$ cat config.mk
export PLATFORM = sky130hd
export DESIGN_NAME = mem_arb_top
export DESIGN_NICKNAME = d
export VERILOG_FILES = /design/src/mem_arb_pkg.sv /design/src/arb_rr.sv /design/src/client_cmd_fifo.sv /design/src/cmd_select.sv /design/src/mem_arb_top.sv /design/src/mem_bank.sv
export SDC_FILE = /design/constraint.sdc
export NUM_CORES = 2
export LEC_CHECK = 0
export ABC_CLOCK_PERIOD_IN_PS = 9400
export BUFFER_PORTS_ARGS = -buffer_cell sky130_fd_sc_hd__buf_2
export CELL_PAD_IN_SITES_DETAIL_PLACEMENT = 1
export CELL_PAD_IN_SITES_GLOBAL_PLACEMENT = 1
export CORE_ASPECT_RATIO = 1.2
export CORE_MARGIN = 1.5
export CORE_UTILIZATION = 54
export CTS_CLUSTER_DIAMETER = 100
export DETAILED_ROUTE_END_ITERATION = 10
export PLACE_DENSITY = 0.8
export SYNTH_ARGS = -nofsm -noshare
export SYNTH_HDL_FRONTEND = slang
export SYNTH_SLANG_ARGS = --single-unit
export TNS_END_PERCENT = 10
$ cat constraint.sdc
create_clock -name clk -period 9.4 [get_ports clk]
set_input_delay 0.47 -clock clk [delete_from_list [all_inputs] [get_ports clk]]
set_output_delay 0.47 -clock clk [all_outputs]
set_load 0.01 [all_outputs]
$ cat src/mem_arb_pkg.sv
/*
 * Shared definitions for the multi-client memory port.
 * Holds the memory geometry, the opcode and selector-state enums,
 * and the command struct that travels from the clients to the bank.
 */

package mem_arb_pkg;

    // Memory geometry, 64 words of 32 bits
    localparam int ADDR_W = 6;
    localparam int DATA_W = 32;

    // Command opcode carried by every queue entry
    typedef enum logic
    {
        OP_READ  = 1'b0,
        OP_WRITE = 1'b1
    } mem_op_t;

    // Which side wins when both a read and a write are waiting
    typedef enum logic
    {
        PREFER_READ  = 1'b0,
        PREFER_WRITE = 1'b1
    } sel_state_t;

    // One client command as it sits in a queue and as it is issued
    typedef struct packed
    {
        // Read or write
        mem_op_t             op;
        // Word address in the bank
        logic [ADDR_W-1 : 0] addr;
        // Write data, ignored for reads
        logic [DATA_W-1 : 0] wdata;
    } mem_cmd_t;

endpackage

$ cat src/arb_rr.sv
/*
 * Round-robin arbiter with a rotating one-hot priority.
 * The grant and its index are combinational in the request cycle.
 * Priority moves to the slot after the winner only when ena is high.
 */

module arb_rr
#(
    parameter int NUM_CLIENTS = 4
)
(
    input  logic                             clk,
    input  logic                             reset_n,
    input  logic                             ena,
    input  logic [NUM_CLIENTS-1 : 0]         request,
    output logic [NUM_CLIENTS-1 : 0]         grant,
    output logic [$clog2(NUM_CLIENTS)-1 : 0] grant_idx
);

    localparam int IDX_W = $clog2(NUM_CLIENTS);

    // One-hot slot that currently has the highest priority
    logic [NUM_CLIENTS-1 : 0]   prio;
    // Requests repeated twice so the search can wrap around
    logic [2*NUM_CLIENTS-1 : 0] req_twice;
    logic [2*NUM_CLIENTS-1 : 0] win_twice;
    // Winner folded back to NUM_CLIENTS bits, not gated by ena
    logic [NUM_CLIENTS-1 : 0]   winner;

    // Subtracting the priority clears the lowest request at or above it
    // and the masked result keeps exactly that bit
    assign req_twice = {request, request};
    assign win_twice = req_twice & ~(req_twice - {{NUM_CLIENTS{1'b0}}, prio});
    assign winner    = win_twice[NUM_CLIENTS-1 : 0] |
                       win_twice[2*NUM_CLIENTS-1 : NUM_CLIENTS];

    // The grant needs ena, the index is reported whenever anyone asks
    always_comb
    begin
        grant     = winner & {NUM_CLIENTS{ena}};
        grant_idx = '0;
        for (int i = 0; i < NUM_CLIENTS; i++)
        begin
            if (winner[i])
            begin
                grant_idx = IDX_W'(i);
            end
        end
    end

    // After a real grant the slot following the winner gets priority
    always_ff @(posedge clk)
    begin
        if (!reset_n)
        begin
            prio <= {{(NUM_CLIENTS-1){1'b0}}, 1'b1};
        end
        else if (ena && (|request))
        begin
            prio <= {winner[NUM_CLIENTS-2 : 0], winner[NUM_CLIENTS-1]};
        end
    end

endmodule

$ cat src/client_cmd_fifo.sv
/*
 * Per-client command queue.
 * A circular buffer of FIFO_DEPTH commands that shows its oldest entry
 * combinationally and reports a full level to the client.
 */

module client_cmd_fifo
    import mem_arb_pkg::*;
#(
    parameter int FIFO_DEPTH = 4
)
(
    input  logic     clk,
    input  logic     reset_n,
    input  logic     push,
    input  mem_cmd_t push_cmd,
    input  logic     pop,
    output logic     head_valid,
    output mem_cmd_t head_cmd,
    output logic     full
);

    localparam int PTR_W = $clog2(FIFO_DEPTH);

    // Command storage, only the slots between the pointers hold live commands
    mem_cmd_t entries [FIFO_DEPTH];

    // Pointers wrap on their own because the depth is a power of two
    logic [PTR_W-1 : 0] rd_ptr;
    logic [PTR_W-1 : 0] wr_ptr;
    // Occupancy needs one extra bit to tell full from empty
    logic [PTR_W : 0]   count;

    // A push while full is dropped and a pop on empty is ignored
    logic do_push;
    logic do_pop;

    assign head_valid = (count != '0);
    assign full       = (count == (PTR_W+1)'(FIFO_DEPTH));
    assign head_cmd   = entries[rd_ptr];

    assign do_push = push && !full;
    assign do_pop  = pop && head_valid;

    // Payload write into the slot at the write pointer
    always_ff @(posedge clk)
    begin
        if (do_push)
        begin
            entries[wr_ptr] <= push_cmd;
        end
    end

    // Pointer and occupancy tracking, push and pop may coincide
    always_ff @(posedge clk)
    begin
        if (!reset_n)
        begin
            rd_ptr <= '0;
            wr_ptr <= '0;
            count  <= '0;
        end
        else
        begin
            if (do_push)
            begin
                wr_ptr <= wr_ptr + 1'b1;
            end
            if (do_pop)
            begin
                rd_ptr <= rd_ptr + 1'b1;
            end
            // Simultaneous push and pop leave the count unchanged
            if (do_push && !do_pop)
            begin
                count <= count + 1'b1;
            end
            else if (do_pop && !do_push)
            begin
                count <= count - 1'b1;
            end
        end
    end

endmodule

$ cat src/cmd_select.sv
/*
 * Read/write selector between the two round-robin arbiters.
 * Issues one command per cycle, alternating sides under contention,
 * and pops the winning client's queue.
 */

module cmd_select
    import mem_arb_pkg::*;
#(
    parameter int NUM_CLIENTS = 4
)
(
    input  logic                             clk,
    input  logic                             reset_n,
    input  logic                             rd_any,
    input  logic [$clog2(NUM_CLIENTS)-1 : 0] rd_idx,
    input  logic                             wr_any,
    input  logic [$clog2(NUM_CLIENTS)-1 : 0] wr_idx,
    input  mem_cmd_t                         head_cmd [NUM_CLIENTS],
    output logic                             rd_ena,
    output logic                             wr_ena,
    output logic [NUM_CLIENTS-1 : 0]         pop,
    output logic                             issue_valid,
    output mem_cmd_t                         issue_cmd,
    output logic [$clog2(NUM_CLIENTS)-1 : 0] issue_client
);

    // Side that wins the next time both a read and a write wait
    sel_state_t state;

    logic pick_rd;
    logic pick_wr;
    logic both_waiting;

    assign both_waiting = rd_any && wr_any;

    // A lone side always wins, a tie goes to the preferred side
    assign pick_rd = rd_any && (!wr_any || (state == PREFER_READ));
    assign pick_wr = wr_any && !pick_rd;

    // Only the arbiter whose winner is issued rotates its priority
    assign rd_ena = pick_rd;
    assign wr_ena = pick_wr;

    assign issue_valid  = pick_rd || pick_wr;
    assign issue_client = pick_rd ? rd_idx : wr_idx;
    // Head of the chosen client, meaningful only with issue_valid
    assign issue_cmd    = head_cmd[issue_client];

    // The issued command leaves its queue on the same edge
    always_comb
    begin
        pop = '0;
        if (issue_valid)
        begin
            pop[issue_client] = 1'b1;
        end
    end

    // Flip the preference only when there was a real choice to make
    always_ff @(posedge clk)
    begin
        if (!reset_n)
        begin
            state <= PREFER_READ;
        end
        else if (both_waiting)
        begin
            if (pick_rd)
            begin
                state <= PREFER_WRITE;
            end
            else
            begin
                state <= PREFER_READ;
            end
        end
    end

endmodule

$ cat src/mem_arb_top.sv
/*
 * Shared memory port for NUM_CLIENTS clients.
 * Per-client queues feed a read arbiter and a write arbiter side by
 * side, a selector combines their winners into one issue per cycle.
 */

module mem_arb_top
    import mem_arb_pkg::*;
#(
    parameter int NUM_CLIENTS = 4,
    parameter int FIFO_DEPTH  = 4
)
(
    input  logic                             clk,
    input  logic                             reset_n,
    input  logic [NUM_CLIENTS-1 : 0]         cmd_valid,
    input  mem_cmd_t                         cmd [NUM_CLIENTS],
    output logic [NUM_CLIENTS-1 : 0]         cmd_full,
    output logic                             rsp_valid,
    output logic [$clog2(NUM_CLIENTS)-1 : 0] rsp_client,
    output logic [DATA_W-1 : 0]              rsp_data
);

    localparam int IDX_W = $clog2(NUM_CLIENTS);

    // Queue heads, one per client
    logic [NUM_CLIENTS-1 : 0] head_valid;
    mem_cmd_t                 head_cmd [NUM_CLIENTS];
    logic [NUM_CLIENTS-1 : 0] pop;

    // Requests split by the opcode at each queue head
    logic [NUM_CLIENTS-1 : 0] rd_req;
    logic [NUM_CLIENTS-1 : 0] wr_req;
    logic                     rd_any;
    logic                     wr_any;
    logic [IDX_W-1 : 0]       rd_idx;
    logic [IDX_W-1 : 0]       wr_idx;
    logic                     rd_ena;
    logic                     wr_ena;

    // Issue path from the selector to the bank
    logic                     issue_valid;
    mem_cmd_t                 issue_cmd;
    logic [IDX_W-1 : 0]       issue_client;

    for (genvar i = 0; i < NUM_CLIENTS; i++)
    begin : g_client
        client_cmd_fifo #(.FIFO_DEPTH(FIFO_DEPTH)) i_fifo (
            .clk        (clk),
            .reset_n    (reset_n),
            .push       (cmd_valid[i]),
            .push_cmd   (cmd[i]),
            .pop        (pop[i]),
            .head_valid (head_valid[i]),
            .head_cmd   (head_cmd[i]),
            .full       (cmd_full[i])
        );

        assign rd_req[i] = head_valid[i] && (head_cmd[i].op == OP_READ);
        assign wr_req[i] = head_valid[i] && (head_cmd[i].op == OP_WRITE);
    end

    assign rd_any = |rd_req;
    assign wr_any = |wr_req;

    // The selector works from the winner index, so the one-hot grants stay open
    arb_rr #(.NUM_CLIENTS(NUM_CLIENTS)) i_rd_arb (
        .clk       (clk),
        .reset_n   (reset_n),
        .ena       (rd_ena),
        .request   (rd_req),
        .grant     (),
        .grant_idx (rd_idx)
    );

    arb_rr #(.NUM_CLIENTS(NUM_CLIENTS)) i_wr_arb (
        .clk       (clk),
        .reset_n   (reset_n),
        .ena       (wr_ena),
        .request   (wr_req),
        .grant     (),
        .grant_idx (wr_idx)
    );

    cmd_select #(.NUM_CLIENTS(NUM_CLIENTS)) i_cmd_select (
        .clk          (clk),
        .reset_n      (reset_n),
        .rd_any       (rd_any),
        .rd_idx       (rd_idx),
        .wr_any       (wr_any),
        .wr_idx       (wr_idx),
        .head_cmd     (head_cmd),
        .rd_ena       (rd_ena),
        .wr_ena       (wr_ena),
        .pop          (pop),
        .issue_valid  (issue_valid),
        .issue_cmd    (issue_cmd),
        .issue_client (issue_client)
    );

    mem_bank #(.NUM_CLIENTS(NUM_CLIENTS)) i_mem_bank (
        .clk          (clk),
        .reset_n      (reset_n),
        .issue_valid  (issue_valid),
        .issue_cmd    (issue_cmd),
        .issue_client (issue_client),
        .rsp_valid    (rsp_valid),
        .rsp_client   (rsp_client),
        .rsp_data     (rsp_data)
    );

endmodule

$ cat src/mem_bank.sv
/*
 * Single-ported memory bank behind the selector.
 * Writes commit at the issue edge, and a read returns its data with
 * the requesting client's index one cycle later.
 */

module mem_bank
    import mem_arb_pkg::*;
#(
    parameter int NUM_CLIENTS = 4
)
(
    input  logic                             clk,
    input  logic                             reset_n,
    input  logic                             issue_valid,
    input  mem_cmd_t                         issue_cmd,
    input  logic [$clog2(NUM_CLIENTS)-1 : 0] issue_client,
    output logic                             rsp_valid,
    output logic [$clog2(NUM_CLIENTS)-1 : 0] rsp_client,
    output logic [DATA_W-1 : 0]              rsp_data
);

    localparam int NUM_WORDS = 2 ** ADDR_W;

    // Word array, contents are undefined until written
    logic [DATA_W-1 : 0] mem [NUM_WORDS];

    logic is_read;
    logic is_write;

    assign is_read  = issue_valid && (issue_cmd.op == OP_READ);
    assign is_write = issue_valid && (issue_cmd.op == OP_WRITE);

    // Data path: one access per cycle, either a write or a read
    always_ff @(posedge clk)
    begin
        if (is_write)
        begin
            mem[issue_cmd.addr] <= issue_cmd.wdata;
        end
        if (is_read)
        begin
            rsp_data   <= mem[issue_cmd.addr];
            rsp_client <= issue_client;
        end
    end

    // Response strobe lasts exactly one cycle per issued read
    always_ff @(posedge clk)
    begin
        if (!reset_n)
        begin
            rsp_valid <= 1'b0;
        end
        else
        begin
            rsp_valid <= is_read;
        end
    end

endmodule

==> results_dict.tcl <==
set metrics [dict create \
    status "finished with violations" \
    violations "max-capacitance violations, max-slew violations" \
    multi_input_area_um2 24500 \
    busiest_layer "met2" \
    row_count 179 \
    clock_sinks 2752 \
    setup_tns_ns 0 \
    tritoncts "built" \
    grt_pass1_vias 70300 \
    fin_nets 7202 \
    arrival_ns 8.73 \
    use_met2_pct 59.9 \
    drt-vias-per-instance 6.84 \
    ys_warn_count 0 \
    die_x_um 410 \
    dieArea_um2 201000 \
    fillCellCount 17300 \
    ant_nets 0 \
    drive_gt1_share_pct 15.4 \
    rr_endpoint "i_mem_bank.rsp_data[14]" \
    start_util_pct 54.2 \
    use_met3_pct 8.41 \
    rsz0062_at_grt "no" \
    crit_end "i_mem_bank.rsp_data[14]" \
    critPathMaxFanout 72 \
    drc 0 \
    dominantRegCellSynth "edfxtp_1" \
    fmax_ghz 0.124 \
    drtIter0Drc 10800 \
    place_congestion 0.893 \
    core-area_um2 198000 \
    insertion_delay_ns 0.97 \
    wire_per_inst_um 38.5 \
    cts.clk_slew.worst_paths_ns 0.07 \
    crit_family "compound AO/OA/AOI/OAI gates" \
    track_usage_pct 36.9 \
    syn-num-nets 6709 \
    syn_to_final_growth_pct 14.9 \
    syn_area_um2 107000 \
    worst_pin_slew_ns 1.47 \
    rrSetupSlack_ns 1.34 \
    report.final.setup_viol 0 \
    synthDistinctLibCells 75 \
    crit_slowest_cell "a2111oi_0" \
    antenna_found_initial 70 \
    min_path_type "input pin to register" \
    reg2reg_depth 16 \
    die-height_um 491 \
    ctsLongestPathBuffers 4 \
    drv_slew 1 \
    postCtsSetupBuffers 0 \
    grt_pass1_wl_um 526000 \
    cp.required_ns 10.07 \
    min_period_over_period_pct 85.7 \
    min_period_ns 8.06 \
    worst-path-buf-inv 2 \
    grtUsageMet1_pct 44.5 \
    critical-path-max-stage-delay_ns 0.91 \
    synth-seq-area-share_pct 76.6 \
    grt_max_degree 148 \
    crit_chain "mux4_2 > nor2_1 > ha_1 > a21boi_0 > o31a_1 > o211ai_1 > o21ai_0 > o211ai_1 > mux2_8 > buf_12 > buf_12 > mux2i_1 > nor3_1 > a2111oi_0 > nand3_1 > or4_1" \
    cts-root-buf "clkbuf_16" \
    synth_cells 6516 \
    cp-start-kind "register" \
    hold_depth 2 \
    num_vias 68000 \
    path_class "register to register" \
    finalClockSkew_ns 0.0813 \
    drv_cap 1 \
    synth-seq-cells 2752 \
    hold_violations 0 \
    synth_edf_count 2706 \
    register_area_um2 82200 \
    end_kind "register" \
    cts_buffers 283 \
    port_buffers 200 \
    cts-htree-levels 5 \
    grt_overflow 0 \
    slew_headroom_pct -0.196 \
    first_pass_iters 6 \
    crit_cells 16 \
    io_pins 201 \
    postSynthAreaPerCell_um2 16.5 \
    hpwl_um 205000 \
    synthArstFlopShare_pct 0 \
    wl_um 382000 \
]
[layout make-up]
| cell class | instances | share of cell area [%] |
|---|---|---|
| clock inverters | 121 | 0.782 |
| diodes | 105 | 0.213 |
| repair buffers | 571 | 3.54 |
| well taps | 2624 | 2.66 |
| clock buffers | 360 | 6.24 |
| inverters | 28 | 0.0862 |
| multi-input cells | 3373 | 19.9 |
| flip-flops and latches | 2752 | 66.6 |
[sequential cells by signal (all words and copies together), names as in the netlist, 2 cells and up, named ones only]
name,count
g_client.i_fifo.count,12
g_client.i_fifo.entries,624
i_mem_bank.rsp_data,32
i_wr_arb.prio,4
i_mem_bank.mem,2048
g_client.i_fifo.wr_ptr,8
g_client.i_fifo.rd_ptr,8
i_mem_bank.rsp_client,2
i_rd_arb.prio,4
[routing by layer]
layer	up-vias	share of wire, %	routed length (um)
met2	5785	48	182000
met1	34400	33	126000
met4	46	8.0	30500
li1	26300	-	-
met3	1405	12	44200
met5	-	0.089	341
[cell usage in the layout (no fill, tap or decap), types with 17 or more instances in the layout]
cell and n:
o22a_1 28, o21ai_0 25, nor2_1 19, mux4_2 156
a22oi_1 85, dlygate4sd3_1 156, dfxtp_1 38, nand2_1 1268
buf_4 200, and2_1 27, or4_1 60, xnor2_1 17
o22ai_1 95, nand3_1 80, o2111ai_1 56, clkbuf_1 59
o32ai_1 45, nor2b_1 20, buf_2 200, inv_1 26
diode_2 105, a21oi_1 72, edfxtp_1 2706, mux2i_1 674
nor2_4 64, clkinv_2 42, clkbuf_16 296, and2_2 17
ha_1 26, clkinv_1 55, nor3_1 247, a21boi_4 32
a2111oi_0 96
[cells in the mapped netlist, types with 4 or more instances]
library cell | count | area, um2
o2111ai_1 | 56 | 490
dfxtp_1 | 46 | 921
buf_2 | 77 | 385
and3_1 | 8 | 50.1
or4_1 | 60 | 450
o22ai_1 | 95 | 594
o211ai_1 | 16 | 120
a21oi_1 | 72 | 360
and2_1 | 44 | 275
mux4_2 | 156 | 3510
edfxtp_1 | 2706 | 81300
mux2i_1 | 675 | 6760
or2_2 | 6 | 37.5
nor2b_1 | 20 | 125
nand4_1 | 14 | 87.6
buf_1 | 39 | 146
a21boi_0 | 38 | 285
buf_6 | 6 | 67.6
ha_1 | 26 | 325
xor2_1 | 4 | 35.0
nand2b_1 | 5 | 31.3
mux2_2 | 4 | 45.0
or2_1 | 5 | 31.3
xnor2_1 | 17 | 149
or3_1 | 10 | 62.6
inv_1 | 26 | 97.6
nor2_1 | 94 | 353
o21ai_0 | 25 | 125
clkbuf_1 | 224 | 841
nor3_1 | 247 | 1240
nand2_1 | 1271 | 4770
nand3_1 | 84 | 420
o32ai_1 | 45 | 394
a22oi_1 | 85 | 638
nor3b_1 | 6 | 45.0
fa_1 | 5 | 100
a2111oi_0 | 97 | 850
nor4_1 | 4 | 25.0
o22a_1 | 28 | 245
buf_4 | 16 | 120
[kinds of logic after synthesis]
family	Yosys count	synth area share, %
multiplexers	836	9.62
adder cells (fa/ha/maj)	31	0.396
XOR/XNOR	21	0.171
buffers and inverters	391	1.56
flip-flops	2752	76.6
AO/OA/AOI/OAI	597	4.17
AND/OR/NAND/NOR	1888	7.53
[repair_timing]
action	CTS	global route
gates resized for setup	0	0
hold buffers	156	0
hold endpoints to repair	624	0
[how the worst min path moves through the flow]
stage | from | endpoint | slack, ns
detailed placement | i_wr_arb.prio[0] | i_wr_arb.prio[0] | 0.51
CTS | reset_n | i_rd_arb.prio[0] | 0.08
finish | reset_n | i_wr_arb.prio[0] | 0.14
global placement | i_cmd_select.state | i_cmd_select.state | 0.48
global route | reset_n | i_rd_arb.prio[0] | 0.14
floorplan | i_cmd_select.state | i_cmd_select.state | 0.46
[through the flow]
step	instances	worst slack (ns)	hold WS (ns)	area, um2	util, %
6_report	9934	1.34	0.142	123000	62.3
5_1_grt	9908	1.17	0.143	123000	62.3
4_1_cts	9828	1.60	0.0827	123000	62.2
3_5_place_dp	9191	1.66	0.507	113000	57.0
3_3_place_gp	9191	1.95	0.477	113000	57.0
2_1_floorplan	6516	2.28	0.464	107000	-
Power is left out: the tool's default activity adds up to more than one toggle a clock period on the data nets, which glitch-free logic cannot reach.
